## src/mem_access_params.svh

```systemverilog
// Memory access unit parameters
`ifndef MEM_ACCESS_PARAMS_SVH
`define MEM_ACCESS_PARAMS_SVH

// Width of one memory word
`define MEM_DATA_W 32

// Width of a byte address
`define MEM_ADDR_W 16

// Access-phase cycles allowed before a transfer is abandoned
`define MEM_BUS_TIMEOUT 16

`endif

```

## src/mem_access_pkg.sv

```systemverilog
// Memory access unit types
`include "mem_access_params.svh"

package mem_access_pkg;

    typedef logic [`MEM_DATA_W-1:0] mem_data_t;
    typedef logic [`MEM_ADDR_W-1:0] mem_addr_t;
    typedef logic [`MEM_DATA_W-1:0] lane_mask_t;
    typedef logic [4:0]             bit_shift_t;

    typedef enum logic [1:0]
    {
        OP_LOAD  = 2'd0,
        OP_STORE = 2'd1,
        OP_TAS   = 2'd2
    } mem_op_t;

    // Size is log2 of the byte count
    typedef enum logic [1:0]
    {
        SIZE_BYTE = 2'd0,
        SIZE_HALF = 2'd1,
        SIZE_WORD = 2'd2
    } mem_size_t;

    typedef enum logic [1:0]
    {
        ERR_NONE    = 2'd0,
        ERR_ALIGN   = 2'd1,
        ERR_SLAVE   = 2'd2,
        ERR_TIMEOUT = 2'd3
    } mem_err_t;

    typedef enum logic [2:0]
    {
        ST_IDLE      = 3'd0,
        ST_RD_SETUP  = 3'd1,
        ST_RD_ACCESS = 3'd2,
        ST_WR_SETUP  = 3'd3,
        ST_WR_ACCESS = 3'd4,
        ST_RESPOND   = 3'd5
    } access_state_t;

    typedef struct packed
    {
        mem_op_t   op;
        mem_size_t size;
        mem_addr_t addr;
        mem_data_t wdata;
    } mem_req_t;

    typedef struct packed
    {
        mem_data_t rdata;
        mem_err_t  err;
    } mem_rsp_t;

    typedef struct packed
    {
        logic      psel;
        logic      penable;
        logic      pwrite;
        mem_addr_t paddr;
        mem_data_t pwdata;
    } apb_req_t;

    typedef struct packed
    {
        logic      pready;
        logic      pslverr;
        mem_data_t prdata;
    } apb_rsp_t;

endpackage

```

## src/lane_align.sv

```systemverilog
// Lane mask and shift generation
`timescale 1ns/1ns

module lane_align
(
    input  mem_access_pkg::mem_addr_t  addr,
    input  mem_access_pkg::mem_size_t  size,
    output mem_access_pkg::lane_mask_t mask,
    output mem_access_pkg::bit_shift_t shift,
    output logic                       misaligned
);
    import mem_access_pkg::*;

    logic [1:0] byte_off;
    lane_mask_t size_mask;

    // Byte offset within the word, turned into bits
    assign byte_off = addr[1:0];
    assign shift    = {byte_off, 3'b000};

    always_comb
    begin
        case (size)
            SIZE_BYTE:
            begin
                size_mask  = lane_mask_t'(32'h0000_00ff);
                misaligned = 1'b0;
            end
            SIZE_HALF:
            begin
                size_mask  = lane_mask_t'(32'h0000_ffff);
                misaligned = byte_off[0];
            end
            default:
            begin
                // Word, and the unused encoding treated the same way
                size_mask  = lane_mask_t'(32'hffff_ffff);
                misaligned = |byte_off;
            end
        endcase
    end

    assign mask = size_mask << shift;

endmodule

```

## src/load_extract.sv

```systemverilog
// Load value extraction
`timescale 1ns/1ns

module load_extract
(
    input  logic                       clk,
    input  logic                       reset,
    input  logic                       capture,
    input  mem_access_pkg::mem_data_t  rdata_word,
    input  mem_access_pkg::lane_mask_t mask,
    input  mem_access_pkg::bit_shift_t shift,
    output mem_access_pkg::mem_data_t  value
);
    import mem_access_pkg::*;

    mem_data_t lanes;

    // Keep the addressed lanes and bring them down to bit 0
    assign lanes = (rdata_word & mask) >> shift;

    always_ff @(posedge clk)
    begin
        if (!reset)
        begin
            value <= '0;
        end
        else if (capture)
        begin
            value <= lanes;
        end
    end

endmodule

```

## src/store_merge.sv

```systemverilog
// Read-modify-write data merge
`timescale 1ns/1ns

module store_merge
(
    input  logic                       clk,
    input  logic                       reset,
    input  logic                       capture,
    input  mem_access_pkg::mem_data_t  old_word,
    input  mem_access_pkg::mem_data_t  new_data,
    input  mem_access_pkg::lane_mask_t mask,
    input  mem_access_pkg::bit_shift_t shift,
    output mem_access_pkg::mem_data_t  merged
);
    import mem_access_pkg::*;

    mem_data_t placed;
    mem_data_t next_word;

    // New lanes moved up to their byte position
    assign placed = (new_data << shift) & mask;

    // Untouched lanes keep what the read returned
    assign next_word = (old_word & ~mask) | placed;

    always_ff @(posedge clk)
    begin
        if (!reset)
        begin
            merged <= '0;
        end
        else if (capture)
        begin
            merged <= next_word;
        end
    end

endmodule

```

## src/bus_wait_timer.sv

```systemverilog
// APB access-phase wait timer
`timescale 1ns/1ns
`include "mem_access_params.svh"

module bus_wait_timer
(
    input  logic clk,
    input  logic reset,
    input  logic clear,
    input  logic count_en,
    output logic timeout
);
    localparam int CNT_W = $clog2(`MEM_BUS_TIMEOUT + 1);

    logic [CNT_W-1:0] count;

    // Saturates at the limit so timeout stays up until cleared
    always_ff @(posedge clk)
    begin
        if (!reset)
        begin
            count <= '0;
        end
        else if (clear)
        begin
            count <= '0;
        end
        else if (count_en && !timeout)
        begin
            count <= count + 1'b1;
        end
    end

    assign timeout = (count == CNT_W'(`MEM_BUS_TIMEOUT));

endmodule

```

## src/mem_access_fsm.sv

```systemverilog
// Memory access sequencing FSM
`timescale 1ns/1ns

module mem_access_fsm
(
    input  logic                       clk,
    input  logic                       reset,
    input  logic                       req_valid,
    input  mem_access_pkg::mem_req_t   req,
    output logic                       req_ready,
    output logic                       rsp_valid,
    output mem_access_pkg::mem_rsp_t   rsp,
    output mem_access_pkg::apb_req_t   apb,
    input  mem_access_pkg::apb_rsp_t   apb_rsp,
    input  logic                       misaligned,
    input  mem_access_pkg::mem_data_t  load_value,
    input  mem_access_pkg::mem_data_t  merged,
    input  logic                       timeout,
    output mem_access_pkg::mem_req_t   cur_req,
    output logic                       capture,
    output logic                       timer_clear,
    output logic                       timer_en
);
    import mem_access_pkg::*;

    access_state_t state;
    access_state_t state_next;
    mem_err_t      err;
    mem_err_t      err_next;
    logic          accept;
    logic          rmw_op;

    assign req_ready = (state == ST_IDLE);
    assign accept    = req_valid && req_ready;

    // Stores and test-and-set both need the write half
    assign rmw_op = (cur_req.op != OP_LOAD);

    always_comb
    begin
        state_next = state;
        err_next   = err;
        case (state)
            ST_IDLE:
            begin
                if (accept)
                begin
                    state_next = ST_RD_SETUP;
                    err_next   = ERR_NONE;
                end
            end
            ST_RD_SETUP:
            begin
                // Misaligned requests never reach the bus
                if (misaligned)
                begin
                    state_next = ST_RESPOND;
                    err_next   = ERR_ALIGN;
                end
                else
                begin
                    state_next = ST_RD_ACCESS;
                end
            end
            ST_RD_ACCESS:
            begin
                if (apb_rsp.pready)
                begin
                    if (apb_rsp.pslverr)
                    begin
                        state_next = ST_RESPOND;
                        err_next   = ERR_SLAVE;
                    end
                    else if (rmw_op)
                    begin
                        state_next = ST_WR_SETUP;
                    end
                    else
                    begin
                        state_next = ST_RESPOND;
                    end
                end
                else if (timeout)
                begin
                    state_next = ST_RESPOND;
                    err_next   = ERR_TIMEOUT;
                end
            end
            ST_WR_SETUP:
            begin
                state_next = ST_WR_ACCESS;
            end
            ST_WR_ACCESS:
            begin
                if (apb_rsp.pready)
                begin
                    state_next = ST_RESPOND;
                    if (apb_rsp.pslverr)
                    begin
                        err_next = ERR_SLAVE;
                    end
                end
                else if (timeout)
                begin
                    state_next = ST_RESPOND;
                    err_next   = ERR_TIMEOUT;
                end
            end
            default:
            begin
                state_next = ST_IDLE;
            end
        endcase
    end

    always_ff @(posedge clk)
    begin
        if (!reset)
        begin
            state <= ST_IDLE;
            err   <= ERR_NONE;
        end
        else
        begin
            state <= state_next;
            err   <= err_next;
        end
    end

    // Test-and-set always writes the value 1 into its lanes
    always_ff @(posedge clk)
    begin
        if (accept)
        begin
            cur_req <= req;
            if (req.op == OP_TAS)
            begin
                cur_req.wdata <= mem_data_t'(1);
            end
        end
    end

    // Data modules latch the read word on the completing edge
    assign capture     = (state == ST_RD_ACCESS) && apb_rsp.pready;
    assign timer_clear = (state == ST_RD_SETUP) || (state == ST_WR_SETUP);
    assign timer_en    = (state == ST_RD_ACCESS) || (state == ST_WR_ACCESS);

    always_comb
    begin
        apb.psel    = ((state == ST_RD_SETUP) && !misaligned) ||
                      (state == ST_RD_ACCESS) ||
                      (state == ST_WR_SETUP) ||
                      (state == ST_WR_ACCESS);
        apb.penable = (state == ST_RD_ACCESS) || (state == ST_WR_ACCESS);
        apb.pwrite  = (state == ST_WR_SETUP) || (state == ST_WR_ACCESS);
        apb.paddr   = cur_req.addr & ~mem_addr_t'(3);
        apb.pwdata  = merged;
    end

    assign rsp_valid = (state == ST_RESPOND);
    assign rsp.rdata = load_value;
    assign rsp.err   = err;

endmodule

```

## src/mem_access_top.sv

```systemverilog
// Data memory access unit
`timescale 1ns/1ns

module mem_access_top
(
    input  logic                     clk,
    input  logic                     reset,
    input  logic                     req_valid,
    input  mem_access_pkg::mem_req_t req,
    output logic                     req_ready,
    output logic                     rsp_valid,
    output mem_access_pkg::mem_rsp_t rsp,
    output mem_access_pkg::apb_req_t apb,
    input  mem_access_pkg::apb_rsp_t apb_rsp
);
    import mem_access_pkg::*;

    mem_req_t   cur_req;
    lane_mask_t mask;
    bit_shift_t shift;
    mem_data_t  load_value;
    mem_data_t  merged;
    logic       misaligned;
    logic       capture;
    logic       timer_clear;
    logic       timer_en;
    logic       timeout;

    mem_access_fsm fsm_inst
    (
        .clk         (clk),
        .reset       (reset),
        .req_valid   (req_valid),
        .req         (req),
        .req_ready   (req_ready),
        .rsp_valid   (rsp_valid),
        .rsp         (rsp),
        .apb         (apb),
        .apb_rsp     (apb_rsp),
        .misaligned  (misaligned),
        .load_value  (load_value),
        .merged      (merged),
        .timeout     (timeout),
        .cur_req     (cur_req),
        .capture     (capture),
        .timer_clear (timer_clear),
        .timer_en    (timer_en)
    );

    lane_align lane_align_inst
    (
        .addr       (cur_req.addr),
        .size       (cur_req.size),
        .mask       (mask),
        .shift      (shift),
        .misaligned (misaligned)
    );

    // Read word goes straight from the bus into both data modules
    load_extract load_extract_inst
    (
        .clk        (clk),
        .reset      (reset),
        .capture    (capture),
        .rdata_word (apb_rsp.prdata),
        .mask       (mask),
        .shift      (shift),
        .value      (load_value)
    );

    store_merge store_merge_inst
    (
        .clk      (clk),
        .reset    (reset),
        .capture  (capture),
        .old_word (apb_rsp.prdata),
        .new_data (cur_req.wdata),
        .mask     (mask),
        .shift    (shift),
        .merged   (merged)
    );

    bus_wait_timer bus_wait_timer_inst
    (
        .clk      (clk),
        .reset    (reset),
        .clear    (timer_clear),
        .count_en (timer_en),
        .timeout  (timeout)
    );

endmodule

```

## config.mk

```make
export PLATFORM = sky130hd
export DESIGN_NAME = mem_access_top
export DESIGN_NICKNAME = d
export VERILOG_FILES = /design/src/mem_access_pkg.sv /design/src/lane_align.sv /design/src/load_extract.sv /design/src/store_merge.sv /design/src/bus_wait_timer.sv /design/src/mem_access_fsm.sv /design/src/mem_access_top.sv
export VERILOG_INCLUDE_DIRS = /design/src /design/src/src
export SDC_FILE = /design/constraint.sdc
export NUM_CORES = 1
export LEC_CHECK = 0
export BUFFER_PORTS_ARGS = -buffer_cell sky130_fd_sc_hd__buf_2
export CAP_MARGIN = 5
export CORE_ASPECT_RATIO = 1.25
export CORE_UTILIZATION = 58
export DETAILED_ROUTE_END_ITERATION = 10
export PLACE_DENSITY = 0.82
export SYNTH_ARGS = -nofsm -noshare
export SYNTH_HDL_FRONTEND = slang
export SYNTH_HIERARCHICAL = 1
export SYNTH_SLANG_ARGS = --single-unit
export TNS_END_PERCENT = 30
```

## constraint.sdc

```tcl
create_clock -name clk -period 3.3 [get_ports clk]
set_clock_uncertainty 0.05 [all_clocks]
set_input_delay 0.495 -clock clk [delete_from_list [all_inputs] [get_ports clk]]
set_output_delay 0.495 -clock clk [all_outputs]
set_load 0.01 [all_outputs]
```

Word-level counts from Yosys, hierarchy flattened
Cells that the tools add are included.
- flip-flop bits (word level): 126
- latch bits: 0
- bits in writable memories: 0
- bits in read-only memories: 0
- bits of input ports: 89
- output and inout port bits: 87
- word-level logic and storage cells: 67
- memories: 0
- $add $sub $neg: 1
- multipliers: 0
- divide/modulo/power cells: 0
- $lt $le $gt $ge: 0
- equal/unequal tests: 12
- shift-type cells: 3
- multiplexer cells: 16
- bitwise gates (word level): 6
- reduce and logical (&&, ||, !) cells: 20
- operator list (cell ; count):
    $and A32 B32 Y32 ; 3
    $pmux W32 S2 ; 1
    $shl A32 B5 Y32 ; 2
    $not A32 Y32 ; 1
    $or A32 B32 Y32 ; 1
    $shr A32 B5 Y32 ; 1
    $mux W3 ; 7
    $pmux W3 S5 ; 1
    $mux W2 ; 5
    $eq A3 B2 Y1 const B ; 2
    $eq A3 B3 Y1 const B ; 2
    $logic_or A1 B1 Y1 ; 6
    $pmux W2 S3 ; 1
    $reduce_or A2 Y1 ; 3
    $add A5 B1 Y5 const B ; 1
    $eq A5 B5 Y1 const B ; 1
    $reduce_and A5 Y1 ; 1
    $logic_and A1 B1 Y1 ; 4
    $eq A3 B1 Y1 const B ; 1
    $logic_not A3 Y1 ; 1
    $ne A3 B1 Y1 const B ; 1
    $ne A3 B3 Y1 const B ; 1
    $reduce_bool A3 Y1 ; 1
    $eq A2 B1 Y1 const B ; 1
    8 further kinds ; 9

Longest topological paths before layout
- depth in word-level cells: 7
- mapped depth: 10
- gate-level depth less buffers: 8

Modules after synthesis
Netlist, hierarchy kept.
- modules (own cells, without submodules) (module ; times used ; cells an instance ; area each (um^2) ; seq. area each (um^2)):
    store_merge ; 1 ; 360 ; 3245.6 ; 640.6
    load_extract ; 1 ; 381 ; 3174.3 ; 640.6
    mem_access_fsm ; 1 ; 227 ; 2836.5 ; 1661.6
    lane_align ; 1 ; 42 ; 297.8 ; 0.0
    bus_wait_timer ; 1 ; 29 ; 275.3 ; 100.1

Least setup slack after synthesis
No wires, ideal clock.
- kind: reg2reg
- start: reg fsm_inst.state[2]
- end: reg fsm_inst/apb[34] (netlist name)
- arrival time: 2246 ps
- setup slack: 589 ps
- cell stages (with the launch flop): 5
- period minus slack after synthesis: 2711 ps
- path through: dfxtp_1 > buf_6 > buf_2 > nor3_1 > and2_1
- word-level cells in the longest chain between the ends: 2
- ends and longest elaborated chain (what ; RTL line ; source):
    start, declared ; mem_access_fsm.sv:26 ; access_state_t state;
    start signal, assigned ; mem_access_fsm.sv:125 ; state <= state_next;
    $logic_not A3 Y1 ; mem_access_fsm.sv:33 ; assign req_ready = (state == ST_IDLE);
    named net req_ready ; mem_access_top.sv:10 ; output logic req_ready,
    $logic_and A1 B1 Y1 ; mem_access_fsm.sv:34 ; assign accept = req_valid && req_ready;
    named net fsm_inst.accept ; mem_access_fsm.sv:30 ; logic accept;
The timed path passes the listed nets, and every way through them passes these cells.
A chain may end at the register's enable or synchronous reset.

==> results summary <==
The total routed wirelength is 26,300 µm. The number of antenna violations at the first check in global routing came to 0. The die width came out at 118 µm. The worst min-delay path class is input port to flop. The total vias in the final route is approximately 8,300. TritonCTS built the clock tree. The flow ran to the end, and the final reports show no timing, DRC or antenna violations. After clock tree synthesis, the clock-pin slew on the worst setup and hold paths is 0.06 ns. The hold violation total from the final report came out at 0.

Once layout is done, the placed cells without fillers occupy 10,400 µm². Along the worst path, the maximum fanout reaches 26. The number of cells upsized or downsized after cts came out at 0.

The final setup violation count is 0. At the pin with the least slew margin, the transition time is between 0.8 and 0.9 ns. The cell sitting at the root of the clock tree is a sky130_fd_sc_hd__clkbuf_16. In the final layout, the share of cells above drive strength 1 is 0.280.

The number of top-level pins is 176. The first-pass GRT wire length came out at 41,100 µm. Synthesis handed over a netlist of 1,025 instances.

The HPWL after detailed placement is 19,100 µm. The initial utilization of the core area, before any placement, comes to 0.598. The clock passes through at most 2 buffers. Setup total negative slack on the finished layout was measured at 0 ns. CTS built an H-tree with a depth of 4.

The post-synth design cell area came out at 9720 µm². The final weighted congestion in routability-driven placement came out at 0.976. The number of design-rule violations left by the first detailed-router iteration is 972. The via count of the first global-routing pass came out at 7,631. The number of nets still failing antenna checks after routing is 0. The clock latency on the worst-skew pair came out at 0.43 ns. The count of synthesis-stage warnings from yosys came out at 6. The tightest slew margin relative to the limit came out at 0.399. The data arrival at the endpoint of the critical path came out at roughly 2.3 ns. The detailed-route DRC error count is 0. The count of clock tree sinks is between 100 and 150. The placed instance area is 9860 µm². In the routed layout, each cell is associated on average with a via count of between 6 and 7.

The height of the chip is 147 µm. The final layout net count came out at ~1,200. The final critical delay including setup and external delays is 2.87 ns. STA classifies the critical path endpoint as an output pin. The largest net degree at the start of global routing is 123. After clock tree synthesis, the setup repair step added 0 buffers. The areal power density over the cells came out at 476 nW/µm². The number of buffer cells added on primary ports is 173. The type of the worst setup path is flop to output pin. The timing-limited maximum frequency came out at 0.349 GHz. The global-route usage over all layers is 0.305. The post-synthesis area per instance came out at 9.49 µm². The die covers 17,300 µm². The number of rows created at floorplan is 52.

The total of max-cap violations came out at 0. Counting the buffers created by CTS gives 17. The static power due to leakage came out at 4.07 nW. Dividing the final minimum period by the clock period gives 0.869. The post-cts hold buffer count is 0. The max-slew violation count came out at 0. The critical path data required time came out at 2.75 ns. The area added between synthesis and finish is 7.17%. Setup repair after global routing left no endpoint under its margin. The total overflow reported by the global router came out at 0.

The number of iterations in the first detailed-routing pass is 7. The count of antenna diodes in the layout is 0. After detailed routing, the average wire length per cell comes to 20.4 µm. In this run the standard cell core region covers approximately 16,000 µm². The worst setup path is launched from a flop. The maximum vdd drop came out at 364 µV.
[worst paths after layout]
kind	from	endpoint	slack, ns	depth (start not counted)
hold reg to reg	store_merge_inst/merged[25]	store_merge_inst/merged[25]	0.40	2
setup / recovery	fsm_inst/cur_req[32]	apb[50]	0.43	8
hold / removal	req[39]	fsm_inst/apb[39]	0.19	1
setup reg to reg	fsm_inst/cur_req[32]	load_extract_inst/value[14]	0.69	8
[where the power goes]
| part | internal, mW | leakage (nW) | switching (mW) | total, mW |
|---|---|---|---|---|
| Sequential | 1.76 | 1.10 | 0.0953 | 1.85 |
| Clock | 1.01 | 0.279 | 0.809 | 1.82 |
| Combinational | 0.526 | 2.70 | 0.763 | 1.29 |
| Total | 3.29 | 4.07 | 1.67 | 4.96 |
[layout make-up]
class	instances	area, µm²
Fill cell	1396	5840
Multi-Input combinational cell	707	5450
Sequential cell	126	3040
Tap cell	216	270
Inverter	19	71.3
Clock inverter	14	121
Timing Repair Buffer	193	1030
Clock buffer	18	439
[per-stage QoR]
stage	hold WS, ns	utilization	power [mW]	instances	setup WS, ns
final	0.191	0.641	4.96	1293	0.433
after global routing	0.173	0.641	5.15	1293	0.269
after CTS	0.176	0.641	4.92	1293	0.412
after detailed placement	0.389	0.606	3.12	1261	0.713
after global placement	0.389	0.606	3.10	1261	0.741
after floorplan	0.376	-	2.86	1028	0.589
[metal layers]
metal | up-vias | GRT usage | routed length [µm]
li1 | 3860 | - | -
met1 | 3918 | 0.375 | 10200
met2 | 462 | 0.510 | 12900
met3 | 95 | 0.0427 | 1790
met4 | 0 | 0.185 | 1430
met5 | - | 0 | 0
[cells in the final DEF (no fill, tap or decap), types with 10 or more instances in the layout]
master,n
sky130_fd_sc_hd__a21oi_1,31
sky130_fd_sc_hd__a22oi_1,12
sky130_fd_sc_hd__a31oi_1,21
sky130_fd_sc_hd__and2_1,47
sky130_fd_sc_hd__buf_2,173
sky130_fd_sc_hd__buf_4,19
sky130_fd_sc_hd__clkbuf_16,17
sky130_fd_sc_hd__dfxtp_1,74
sky130_fd_sc_hd__edfxtp_1,52
sky130_fd_sc_hd__inv_1,14
sky130_fd_sc_hd__mux2_2,10
sky130_fd_sc_hd__mux2i_1,28
sky130_fd_sc_hd__mux4_2,42
sky130_fd_sc_hd__nand2_1,91
sky130_fd_sc_hd__nand2b_1,23
sky130_fd_sc_hd__nand3_1,29
sky130_fd_sc_hd__nand4_1,35
sky130_fd_sc_hd__nand4b_1,30
sky130_fd_sc_hd__nand4bb_1,11
sky130_fd_sc_hd__nor2_1,47
sky130_fd_sc_hd__nor2b_1,17
sky130_fd_sc_hd__nor3_1,10
sky130_fd_sc_hd__o21ai_0,50
sky130_fd_sc_hd__o22ai_1,11
[worst max-delay path, cell delays in order, from the launching register on]
cell                       delay (ns)
sky130_fd_sc_hd__edfxtp_1        0.47
sky130_fd_sc_hd__buf_4           0.27
sky130_fd_sc_hd__nor2_1          0.09
sky130_fd_sc_hd__buf_4           0.23
sky130_fd_sc_hd__nor2_1          0.31
sky130_fd_sc_hd__inv_1           0.14
sky130_fd_sc_hd__a21oi_1         0.15
sky130_fd_sc_hd__o21ai_0         0.08
sky130_fd_sc_hd__buf_2           0.16
[sequential cells by signal (all words and copies together), names as in the netlist]
signal	flops
fsm_inst/state	3
load_extract_inst/value	32
fsm_inst/apb	14
fsm_inst/cur_req	38
bus_wait_timer_inst/count	5
store_merge_inst/merged	32
fsm_inst/err	2
Power figures use the tool's default switching activity.
